--- src/common/adc_pkg.sv ---
package adc_pkg;

	////////////////////
	// converter sizes
	////////////////////
	localparam int W_SAMPLE   = 18;                      // result width
	localparam int N_CHAN     = 8;
	localparam int N_PER_LINE = 4;                       // channels per serial line
	localparam int RD_BITS    = W_SAMPLE * N_PER_LINE;   // 72 bits per line per frame
	localparam int MIN_CYCLE  = 200;                     // clk_in cycles, convst to convst
	localparam logic [2:0] OS_MIN = 3'd1;                // lowest oversampling code

	// counter widths
	localparam int CYC_W  = $clog2(MIN_CYCLE + 1);
	localparam int RD_W   = $clog2(RD_BITS);
	localparam int BIT_W  = $clog2(W_SAMPLE);
	localparam int CH_W   = $clog2(N_CHAN);
	localparam int SLOT_W = $clog2(N_PER_LINE);

	////////////////////
	// state machines
	////////////////////
	typedef enum logic [1:0] {CONV_IDLE, CONV_START, CONV_WAIT} conv_state_t;
	typedef enum logic [1:0] {RD_IDLE, RD_SHIFT, RD_DONE} read_state_t;

	typedef struct packed {
		logic convst_n;   // active low, one cycle
		logic cs_n;
		logic sclk;       // idles high
		logic rst;
		logic [2:0] os;
		logic spare;      // tied low
	} adc_pins_t;

	typedef struct packed {
		logic valid;
		logic [SLOT_W-1:0] slot;       // channel within the line
		logic [W_SAMPLE-1:0] data_a;   // line a, channels 0-3
		logic [W_SAMPLE-1:0] data_b;   // line b, channels 4-7
	} pair_t;

endpackage

--- src/common/apb_pkg.sv ---
package apb_pkg;

	////////////////////
	// bus sizes
	////////////////////
	localparam int ADDR_W = 8;
	localparam int DATA_W = 32;

	typedef struct packed {
		logic psel;
		logic penable;                // high in the access cycle
		logic pwrite;
		logic [ADDR_W-1:0] paddr;
		logic [DATA_W-1:0] pwdata;
	} apb_req_t;

	typedef struct packed {
		logic [DATA_W-1:0] prdata;
		logic pready;                 // always high, no wait states
		logic pslverr;
	} apb_rsp_t;

	////////////////////
	// register map
	////////////////////
	localparam logic [ADDR_W-1:0] REG_CTRL    = 8'h00;   // bit 0 run
	localparam logic [ADDR_W-1:0] REG_OS      = 8'h04;   // oversampling code, 3 bits
	localparam logic [ADDR_W-1:0] REG_STATUS  = 8'h08;   // frame count, running
	localparam logic [ADDR_W-1:0] REG_SAMPLE0 = 8'h10;   // channel n at +4n
	localparam logic [ADDR_W-1:0] SAMPLE_SPAN = 8'h20;   // eight words of samples

endpackage

--- src/adc_ctrl/adc_sequencer.sv ---
`timescale 1ns/1ps

module adc_sequencer (
	input  logic clk_in,
	input  logic reset_in,
	input  logic run,                  // from control register
	input  logic [2:0] os_mode,        // already clamped
	input  logic busy,                 // converter busy
	output adc_pkg::adc_pins_t pins,
	output logic shift_strobe          // high on the cycle sclk rises
);

	adc_pkg::conv_state_t conv_state;
	adc_pkg::read_state_t rd_state;
	logic [adc_pkg::CYC_W-1:0] conv_cnt;   // cycles since last convst
	logic [adc_pkg::RD_W-1:0] bit_cnt;     // rising sclk edges this frame
	logic busy_q;                          // for busy edge detect
	logic cs_n_q;
	logic sclk_q;
	logic cycle_done;

	assign cycle_done = (conv_cnt >= adc_pkg::CYC_W'(adc_pkg::MIN_CYCLE));

	////////////////////
	// conversion loop
	////////////////////
	always_ff @(posedge clk_in or posedge reset_in) begin
		if (reset_in) begin
			conv_state <= adc_pkg::CONV_IDLE;
			conv_cnt <= '0;
		end else begin
			case (conv_state)
				adc_pkg::CONV_IDLE: if (run) conv_state <= adc_pkg::CONV_START;
				adc_pkg::CONV_START: begin
					conv_state <= adc_pkg::CONV_WAIT;
					conv_cnt <= adc_pkg::CYC_W'(1);        // pulse cycle counts as one
				end
				adc_pkg::CONV_WAIT: begin
					if (!cycle_done) conv_cnt <= conv_cnt + 1'b1;   // saturates at min cycle
					// both min cycle and end of conversion before next pulse
					if (cycle_done && !busy)
						conv_state <= run ? adc_pkg::CONV_START : adc_pkg::CONV_IDLE;
				end
				default: conv_state <= adc_pkg::CONV_IDLE;
			endcase
		end
	end

	////////////////////
	// read loop
	////////////////////
	// reads previous results while the current conversion is busy
	always_ff @(posedge clk_in or posedge reset_in) begin
		if (reset_in) begin
			rd_state <= adc_pkg::RD_IDLE;
			bit_cnt <= '0;
			busy_q <= 1'b0;
			cs_n_q <= 1'b1;
			sclk_q <= 1'b1;
		end else begin
			busy_q <= busy;
			case (rd_state)
				adc_pkg::RD_IDLE: if (busy && !busy_q) begin   // busy rising edge
					rd_state <= adc_pkg::RD_SHIFT;
					cs_n_q <= 1'b0;
					bit_cnt <= '0;
				end
				adc_pkg::RD_SHIFT: begin
					sclk_q <= ~sclk_q;                            // half clk_in rate
					if (!sclk_q) begin                            // rising edge now
						bit_cnt <= bit_cnt + 1'b1;
						if (bit_cnt == adc_pkg::RD_W'(adc_pkg::RD_BITS - 1)) begin
							rd_state <= adc_pkg::RD_DONE;
							cs_n_q <= 1'b1;                       // sclk back high too
						end
					end
				end
				adc_pkg::RD_DONE: if (!busy) rd_state <= adc_pkg::RD_IDLE;
				default: rd_state <= adc_pkg::RD_IDLE;
			endcase
		end
	end

	assign shift_strobe = (rd_state == adc_pkg::RD_SHIFT) && !sclk_q;

	assign pins = '{
		convst_n: (conv_state != adc_pkg::CONV_START),
		cs_n:     cs_n_q,
		sclk:     sclk_q,
		rst:      reset_in,      // converter held in reset with us
		os:       os_mode,
		spare:    1'b0
	};

	// convst pulse is a single cycle wide
	a_convst_single: assert property (@(posedge clk_in) disable iff (reset_in)
		!pins.convst_n |=> pins.convst_n);
	// chip select only while shifting
	a_cs_in_shift: assert property (@(posedge clk_in) disable iff (reset_in)
		!pins.cs_n |-> rd_state == adc_pkg::RD_SHIFT);

endmodule

--- src/adc_ctrl/adc_deserializer.sv ---
`timescale 1ns/1ps

module adc_deserializer (
	input  logic clk_in,
	input  logic reset_in,
	input  logic shift_strobe,    // sample both lines now
	input  logic sdata_a,         // channels 0-3
	input  logic sdata_b,         // channels 4-7
	output adc_pkg::pair_t pair
);

	logic [adc_pkg::W_SAMPLE-2:0] sr_a;   // msb-first, last bit joins on output
	logic [adc_pkg::W_SAMPLE-2:0] sr_b;
	logic [adc_pkg::BIT_W-1:0] bit_cnt;
	logic [adc_pkg::SLOT_W-1:0] slot_cnt;
	logic word_end;
	logic valid_q;
	logic [adc_pkg::SLOT_W-1:0] slot_q;
	logic [adc_pkg::W_SAMPLE-1:0] data_a_q;
	logic [adc_pkg::W_SAMPLE-1:0] data_b_q;

	assign word_end = shift_strobe && (bit_cnt == adc_pkg::BIT_W'(adc_pkg::W_SAMPLE - 1));

	// control
	always_ff @(posedge clk_in or posedge reset_in) begin
		if (reset_in) begin
			bit_cnt <= '0;
			slot_cnt <= '0;
			valid_q <= 1'b0;
		end else begin
			valid_q <= word_end;                  // one cycle after 18th strobe
			if (word_end) begin
				bit_cnt <= '0;
				slot_cnt <= slot_cnt + 1'b1;      // wraps after slot 3
			end else if (shift_strobe) begin
				bit_cnt <= bit_cnt + 1'b1;
			end
		end
	end

	// payload
	always_ff @(posedge clk_in) begin
		if (shift_strobe) begin
			sr_a <= {sr_a[adc_pkg::W_SAMPLE-3:0], sdata_a};
			sr_b <= {sr_b[adc_pkg::W_SAMPLE-3:0], sdata_b};
		end
		if (word_end) begin
			data_a_q <= {sr_a, sdata_a};
			data_b_q <= {sr_b, sdata_b};
			slot_q <= slot_cnt;
		end
	end

	assign pair = '{valid: valid_q, slot: slot_q, data_a: data_a_q, data_b: data_b_q};

	// sclk runs at half rate, so strobes never come back to back
	a_strobe_spacing: assert property (@(posedge clk_in) disable iff (reset_in)
		shift_strobe |=> !shift_strobe);

endmodule

--- src/source/sample_store.sv ---
`timescale 1ns/1ps

module sample_store (
	input  logic clk_in,
	input  logic reset_in,
	input  adc_pkg::pair_t pair,
	output logic signed [adc_pkg::W_SAMPLE-1:0] samples [adc_pkg::N_CHAN],
	output logic [15:0] frame_count    // completed frames, wraps
);

	logic [adc_pkg::CH_W-1:0] ch_a;   // line a channel
	logic [adc_pkg::CH_W-1:0] ch_b;   // line b channel, four up
	logic frame_end;

	assign ch_a = adc_pkg::CH_W'(pair.slot);
	assign ch_b = adc_pkg::CH_W'(pair.slot) + adc_pkg::CH_W'(adc_pkg::N_PER_LINE);
	assign frame_end = pair.valid && (pair.slot == adc_pkg::SLOT_W'(adc_pkg::N_PER_LINE - 1));

	////////////////////
	// latest samples
	////////////////////
	always_ff @(posedge clk_in) begin
		if (pair.valid) begin
			samples[ch_a] <= pair.data_a;
			samples[ch_b] <= pair.data_b;
		end
	end

	// frame counter
	always_ff @(posedge clk_in or posedge reset_in) begin
		if (reset_in) begin
			frame_count <= '0;
		end else if (frame_end) begin
			frame_count <= frame_count + 1'b1;   // last pair of the frame
		end
	end

endmodule

--- src/source/adc_regs.sv ---
`timescale 1ns/1ps

module adc_regs (
	input  logic clk_in,
	input  logic reset_in,
	input  apb_pkg::apb_req_t req,
	output apb_pkg::apb_rsp_t rsp,
	input  logic signed [adc_pkg::W_SAMPLE-1:0] samples [adc_pkg::N_CHAN],
	input  logic [15:0] frame_count,
	output logic run,
	output logic [2:0] os_mode
);

	logic access;                                  // second cycle of a transfer
	logic [apb_pkg::ADDR_W-1:0] sample_off;
	logic [adc_pkg::CH_W-1:0] sample_idx;
	logic hit_ctrl;
	logic hit_os;
	logic hit_status;
	logic hit_sample;
	logic err;
	logic signed [adc_pkg::W_SAMPLE-1:0] sample_sel;
	logic [apb_pkg::DATA_W-1:0] rdata;

	assign access = req.psel && req.penable;

	////////////////////
	// address decode
	////////////////////
	assign sample_off = req.paddr - apb_pkg::REG_SAMPLE0;
	assign sample_idx = sample_off[adc_pkg::CH_W+1:2];   // word index
	assign hit_ctrl   = (req.paddr == apb_pkg::REG_CTRL);
	assign hit_os     = (req.paddr == apb_pkg::REG_OS);
	assign hit_status = (req.paddr == apb_pkg::REG_STATUS);
	assign hit_sample = (req.paddr >= apb_pkg::REG_SAMPLE0) &&
		(sample_off < apb_pkg::SAMPLE_SPAN) && (req.paddr[1:0] == 2'b00);

	// unmapped, or write to a read-only register
	assign err = !(hit_ctrl || hit_os || hit_status || hit_sample) ||
		(req.pwrite && (hit_status || hit_sample));

	assign sample_sel = samples[sample_idx];

	always_comb begin
		rdata = '0;
		if (hit_ctrl) rdata[0] = run;
		if (hit_os) rdata[2:0] = os_mode;
		if (hit_status) rdata = {15'd0, run, frame_count};
		if (hit_sample)   // sign extend to bus width
			rdata = {{(apb_pkg::DATA_W - adc_pkg::W_SAMPLE){sample_sel[adc_pkg::W_SAMPLE-1]}},
				sample_sel};
	end

	////////////////////
	// writable state
	////////////////////
	always_ff @(posedge clk_in or posedge reset_in) begin
		if (reset_in) begin
			run <= 1'b0;
			os_mode <= adc_pkg::OS_MIN;
		end else if (access && req.pwrite) begin
			if (hit_ctrl) run <= req.pwdata[0];
			if (hit_os)   // clamp to the lowest legal code
				os_mode <= (req.pwdata[2:0] < adc_pkg::OS_MIN) ? adc_pkg::OS_MIN : req.pwdata[2:0];
		end
	end

	assign rsp = '{
		prdata:  (access && !req.pwrite) ? rdata : '0,   // valid in access cycle
		pready:  1'b1,                                   // never stalls
		pslverr: access && err
	};

endmodule

--- src/source/adc_top.sv ---
`timescale 1ns/1ps

module adc_top (
	input  logic clk_in,
	input  logic reset_in,

	// apb slave
	input  apb_pkg::apb_req_t apb_req,
	output apb_pkg::apb_rsp_t apb_rsp,

	// converter
	input  logic busy,
	input  logic sdata_a,
	input  logic sdata_b,
	output adc_pkg::adc_pins_t adc_pins
);

	logic run;
	logic [2:0] os_mode;
	logic shift_strobe;
	adc_pkg::pair_t pair;
	logic signed [adc_pkg::W_SAMPLE-1:0] samples [adc_pkg::N_CHAN];
	logic [15:0] frame_count;

	////////////////////
	// register block
	////////////////////
	adc_regs i_regs (
		.clk_in      (clk_in),
		.reset_in    (reset_in),
		.req         (apb_req),
		.rsp         (apb_rsp),
		.samples     (samples),
		.frame_count (frame_count),
		.run         (run),
		.os_mode     (os_mode)
	);

	// conversion and read control
	adc_sequencer i_sequencer (
		.clk_in       (clk_in),
		.reset_in     (reset_in),
		.run          (run),
		.os_mode      (os_mode),
		.busy         (busy),
		.pins         (adc_pins),
		.shift_strobe (shift_strobe)
	);

	adc_deserializer i_deserializer (
		.clk_in       (clk_in),
		.reset_in     (reset_in),
		.shift_strobe (shift_strobe),
		.sdata_a      (sdata_a),
		.sdata_b      (sdata_b),
		.pair         (pair)
	);

	sample_store i_store (
		.clk_in      (clk_in),
		.reset_in    (reset_in),
		.pair        (pair),
		.samples     (samples),
		.frame_count (frame_count)
	);

endmodule

--- config.mk ---
export PLATFORM = sky130hd
export DESIGN_NAME = adc_top
export DESIGN_NICKNAME = d
export VERILOG_FILES = /design/src/common/adc_pkg.sv /design/src/common/apb_pkg.sv /design/src/adc_ctrl/adc_sequencer.sv /design/src/adc_ctrl/adc_deserializer.sv /design/src/source/sample_store.sv /design/src/source/adc_regs.sv /design/src/source/adc_top.sv
export SDC_FILE = /design/constraint.sdc
export NUM_CORES = 1
export LEC_CHECK = 0
export BUFFER_PORTS_ARGS = -buffer_cell sky130_fd_sc_hd__buf_2
export CAP_MARGIN = 20
export CORE_MARGIN = 10
export CORE_UTILIZATION = 30
export CTS_CLUSTER_DIAMETER = 200
export CTS_CLUSTER_SIZE = 8
export DETAILED_ROUTE_END_ITERATION = 16
export GPL_ROUTABILITY_DRIVEN = 0
export PLACE_DENSITY = 0.54
export RECOVER_POWER = 50
export SKIP_CTS_REPAIR_TIMING = 1
export SYNTH_ARGS = -nofsm -noshare
export SYNTH_HDL_FRONTEND = slang
export SYNTH_HIERARCHICAL = 1
export SYNTH_SLANG_ARGS = --single-unit
--- constraint.sdc ---
create_clock -name clk_in -period 10.9 [get_ports clk_in]
set_input_delay 2.18 -clock clk_in [delete_from_list [all_inputs] [get_ports clk_in]]
set_output_delay 2.18 -clock clk_in [all_outputs]
set_load 0.05 [all_outputs]
-- Word level (Yosys, flattened, before mapping)
Index checks and enable logic that the tools add are counted.
- flip-flop bits (word level): 266
- bits of input ports: 48
- output and inout bits: 42
- logic and storage cells: 136
- add/sub/neg operators: 7
- magnitude comparators: 9
- equality and inequality tests: 17
- multiplexer cells: 35
- bitwise operators: 4
- reductions and logical operators: 38
- operators by type and width (cell ; count):
    bitwise mux 144 bit ; 2
    demux 18 bit (select 3 bit) ; 2
    two-way mux 18 bit ; 4
    two-way mux 32 bit ; 2
    binary-select mux 18 bit (select 3 bit) ; 1
    two-way mux 17 bit ; 1
    adder 16 x 1 -> 16 bit, second input constant ; 1
    one-hot mux 8 bit (2 select lines) ; 1
    logical AND 1 bit ; 14
    two-way mux 7 bit ; 2
    one-hot mux 7 bit (2 select lines) ; 1
    >= comparator 4 bit, second input constant ; 3
    two-way mux 2 bit ; 6
    one-hot mux 2 bit (3 select lines) ; 2
    two-way mux 5 bit ; 2
    adder 8 x 1 -> 8 bit, second input constant ; 1
    equality test 8 x 3 -> 1 bit, second input constant ; 1
    equality test 8 x 4 -> 1 bit, second input constant ; 1
    >= comparator 8 x 5 -> 1 bit, second input constant ; 1
    >= comparator 8 bit, second input constant ; 1
    zero test 8 bit ; 1
    less-than comparator 4 x 1 -> 1 bit, second input constant ; 2
    less-than comparator 8 x 6 -> 1 bit, second input constant ; 1
    two-way mux 8 bit ; 1
    other kinds (25) ; 56

-- Longest topological paths before layout
- word-level depth: 8
- depth in mapped cells: 9

-- Hierarchy
The synthesis kept the hierarchy.
- modules (own cells, without submodules) (module ; times used ; cells an instance ; area an instance (µm²) ; seq. area each (µm²)):
    sample_store ; 1 ; 290 ; 5559.1 ; 4724.5
    adc_deserializer ; 1 ; 106 ; 2556.2 ; 2362.3
    adc_regs ; 1 ; 177 ; 1774.2 ; 101.3
    adc_sequencer ; 1 ; 120 ; 1241.2 ; 553.0

-- Worst setup path after synthesis
No wires, ideal clock.
- path type: input port to output port
- from: in apb_req[36] (netlist name)
- to: out apb_rsp[20] (netlist name)
- arrival time: 5.427 ns
- required time: 8.720 ns
- slack: 3.293 ns
- stages on the path: 9
- cells stage by stage: clkinv_1 clkbuf_1 ha_1 or3b_1 nor4_4 nand2_2 buf_6 a21oi_1 buf_4
- RTL lines (element ; line ; text):
    start: declaration ; adc_top.sv:8 ; input apb_pkg::apb_req_t apb_req,
    end: declaration ; adc_top.sv:9 ; output apb_pkg::apb_rsp_t apb_rsp,

==> metrics.md <==
| Metric | Value |
|---|---|
| Clock edge transition at the registers on the reported setup and hold paths | `50 ps` |
| Average wire length per cell after detail routing | `18.2 um` |
| Most frequent cells in the layout | `edfxtp_1 (216), nand2_1 (65), buf_2 (55)` |
| Result of the run | `finished with violations` |
| Total wire length after detailed routing | `22.6 mm` |
| DR DRC count | `0` |
| Net count after synthesis | `749` |
| DRT iter0 DRCs | `362` |
| Final #Nets | `810` |
| Endpoint kind of the worst setup timing path | `output pin` |
| Synthesized area per cell | `16.1 um2` |
| Sequential fraction of design power | `50.9%` |
| Average vias per placed instance | `4.73` |
| Switching power | `568 uW` |
| Initial antenna violation count | `0` |
| Final slew viol count | `46` |
| Yosys warning total | `6` |
| Cell chosen for the clock root | `clkbuf_16` |
| Initial core utilization | `30.4%` |
| CP startpoint kind | `input port` |
| Worst endpoint required time | `8720 ps` |
| Peak clock frequency supported by timing | `0.135 GHz` |
| Worst slew margin relative to its limit | `-63.6%` |
| Vias in the first global route | `6086` |
| Failing checks | `capacitance limit, slew limit` |
| Worst Tran Pin Value | `2450 ps` |
| Clock Tree Buf Depth | `3` |
| Overall die width | `213 um` |
| Area after detailed placement | `0.0118 mm2` |
| Number of diodes added for antenna fixing | `0` |
| IR Drop Worst-Case VDD | `0.0911 mV` |
| H-tree lvl count | `2` |
| Floorplan row count | `70` |
| Number of register bits inferred by synthesis | `266` |
| Cell variety after synth | `76` |
| Setup violation total in the final timing report | `0` |
| Total negative slack | `0 ps` |
| TritonCTS sink count | `266` |
| Vert. Die Dim | `213 um` |
| Arrival time of the worst setup path | `5240 ps` |
| Hold WC Path Type | `flop to flop` |
| Share of cells above drive strength 1 | `20.8%` |
| Logic gate share of total power | `6.5%` |
| Power density relative to cell area | `197 mW/mm2` |
| Unrepaired setup endpoints after global routing | `false` |
| Summed area of non-filler cells in the final layout | `0.0129 mm2` |
| Mapped Cells | `693` |
| Pre-antenna DRT Iters | `5` |
| Maximum number of pins on one net before global-route repair | `46` |
| Final hold violation count | `0` |
| Area delta synth->final | `15.7%` |
| Detail Placement HPWL | `14.3 mm` |
| Area of the core region | `0.0366 mm2` |
| Most area-consuming cells after synthesis | `edfxtp_1 (58%), dfrtp_1 (11%), mux4_2 (7.3%), and2_1 (3.4%), nand2_1 (2.2%)` |
| Wire length of the first global-routing pass | `35.5 mm` |
| Yosys top cell area share | `58.3%` |
| Die outline area | `0.0452 mm2` |
| Clock tree from TritonCTS | `yes` |
| Later-pin clock latency in the skew report | `510 ps` |
| Pint | `1.96 mW` |
| Number of nets with antenna violations after detailed routing | `0` |
| Most used flip-flop cell after synthesis | `edfxtp_1` |
| Sequential element share of the synthesized area | `69.5%` |
| Total clock buffers created by CTS | `39` |
| Clock tree skew after final layout | `16.7 ps` |
| Type of the worst setup path | `input port to output pin` |
| Tot GR Track Use | `10.1%` |
| MaxCap Viol Count | `1` |
| Number of enable-type register cells in the synthesized netlist | `216` |
| Tcrit/Tclk final | `68.1%` |
| Buffers on Ports | `58` |
| Total I/O pin count | `90` |
| Netlist Area Pre-Place | `0.0111 mm2` |
| Commonest non-fill, non-tap cell in the layout | `edfxtp_1` |
| Asr flop ratio synth | `18.8%` |
| Via Count | `5894` |
| Peak fanout along the critical path | `24` |
| Net Sw Frac | `22.4%` |
| Grt total ovfl | `0` |
| Clock network power share | `42.6%` |
| Tmin final | `7420 ps` |
| Leakage power total | `4.67 nW` |
| Cell type contributing the most total cell area after synthesis | `edfxtp_1` |
==> kinds of logic (layout without fill, tap and decap cells) <==
logic type      count (synthesis)  count (layout)  synth area share [%]
flops                         266             266                  69.5
xor+xnor                       21              21                  1.65
other cells                     2               2                0.0675
compound gates                 60              60                  4.05
fa+ha+maj                       8               8                 0.899
buf+inv                        62             146                  3.18
mux                            50              50                  8.61
simple gates                  224             224                  12.0
==> cell type report <==
class / count / area [um2]
Tap cell: 468 / 586
Clock buffer: 61 / 1080
Multi-Input combinational cell: 365 / 3020
Fill cell: 3494 / 23700
Inverter: 14 / 52.6
Sequential cell: 266 / 7740
Clock inverter: 3 / 33.8
Timing Repair Buffer: 68 / 370
==> worst max-delay path, cell delays in order <==
cell and delay (ps):
buf_2 400, clkinv_1 170, buf_4 250, ha_1 230
xor2_1 160, nor4_4 200, buf_4 330, nand2_2 280
a21oi_1 630, buf_2 390
==> sequential cells by signal (all words and copies together), names as in the netlist, 2 cells and up <==
signal,cells
i_deserializer/bit_cnt,5
i_regs/os_mode,3
i_deserializer/slot_cnt,2
i_deserializer/slot_q,2
i_deserializer/sr_b,17
i_deserializer/data_a_q,18
i_store/samples,144
i_sequencer/bit_cnt,7
i_sequencer/rd_state,2
i_sequencer/conv_state,2
i_store/frame_count,16
i_sequencer/conv_cnt,8
i_deserializer/sr_a,17
i_deserializer/data_b_q,18
==> worst paths after layout <==
kind                                    startpoint                           to  slack [ps]  cells after the start
setup / recovery                       apb_req[36]                  apb_rsp[24]        3480                     10
hold / removal             i_deserializer/sr_a[16]  i_deserializer/data_a_q[17]         420                      0
setup reg to reg           i_sequencer/rd_state[1]   i_deserializer/data_b_q[6]        6820                      5
hold reg to reg            i_deserializer/sr_a[16]  i_deserializer/data_a_q[17]         420                      0
max in group asynchronous                 reset_in      i_sequencer/conv_cnt[1]        8340                      2
min in group asynchronous                 reset_in            i_regs/os_mode[2]        1710                      2
==> metal layers <==
layer  vias up  GRT usage, %  wire length, um
li1       2749             -                -
met1      3007          13.2            10500
met2       105          16.4            10800
met3        33          2.16             1030
met4         0          2.81              369
met5         -             0                0
==> Yosys cell counts (3+ instances only) <==
| cell | instances |
|---|---|
| edfxtp_1 | 216 |
| nand2_1 | 65 |
| and2_1 | 60 |
| dfrtp_1 | 47 |
| mux4_2 | 36 |
| buf_4 | 25 |
| and3_1 | 23 |
| xnor2_1 | 15 |
| a32oi_1 | 14 |
| inv_1 | 12 |
| buf_2 | 10 |
| clkbuf_1 | 10 |
| a21oi_1 | 9 |
| ha_1 | 8 |
| mux2i_1 | 8 |
| nand2b_1 | 8 |
| nor2_1 | 8 |
| nand3_1 | 7 |
| nand4_1 | 7 |
| nor4_1 | 6 |
| xor2_1 | 6 |
| mux2_2 | 5 |
| nand3b_1 | 5 |
| nor2b_1 | 5 |
| o21ai_0 | 5 |
| o21ai_1 | 4 |
| a22o_1 | 3 |
| dfstp_2 | 3 |
| nor3_1 | 3 |
| or4_1 | 3 |
==> power groups by stage <==
stage	clock (mW)	sequential, mW	combinational (mW)
final	1.08	1.29	0.164
after global routing	1.15	1.30	0.182
after CTS	1.11	1.29	0.173
after detailed placement	0	1.30	0.174
after global placement	0	1.30	0.169
after floorplan	0	1.28	0.132
==> stage by stage <==
step | std cells | setup WS [ps] | power [mW] | hold slack, ps | util (%)
3_3_place_gp | 1180 | 3530 | 1.47 | 403 | 32.2
5_1_grt | 1245 | 2980 | 2.64 | 428 | 35.2
3_5_place_dp | 1181 | 3450 | 1.48 | 408 | 32.3
4_1_cts | 1245 | 3440 | 2.57 | 419 | 35.3
6_report | 1245 | 3480 | 2.53 | 421 | 35.2
2_1_floorplan | 693 | 3290 | 1.41 | 400 | -
No activity file was read; power rests on OpenSTA's default activity.
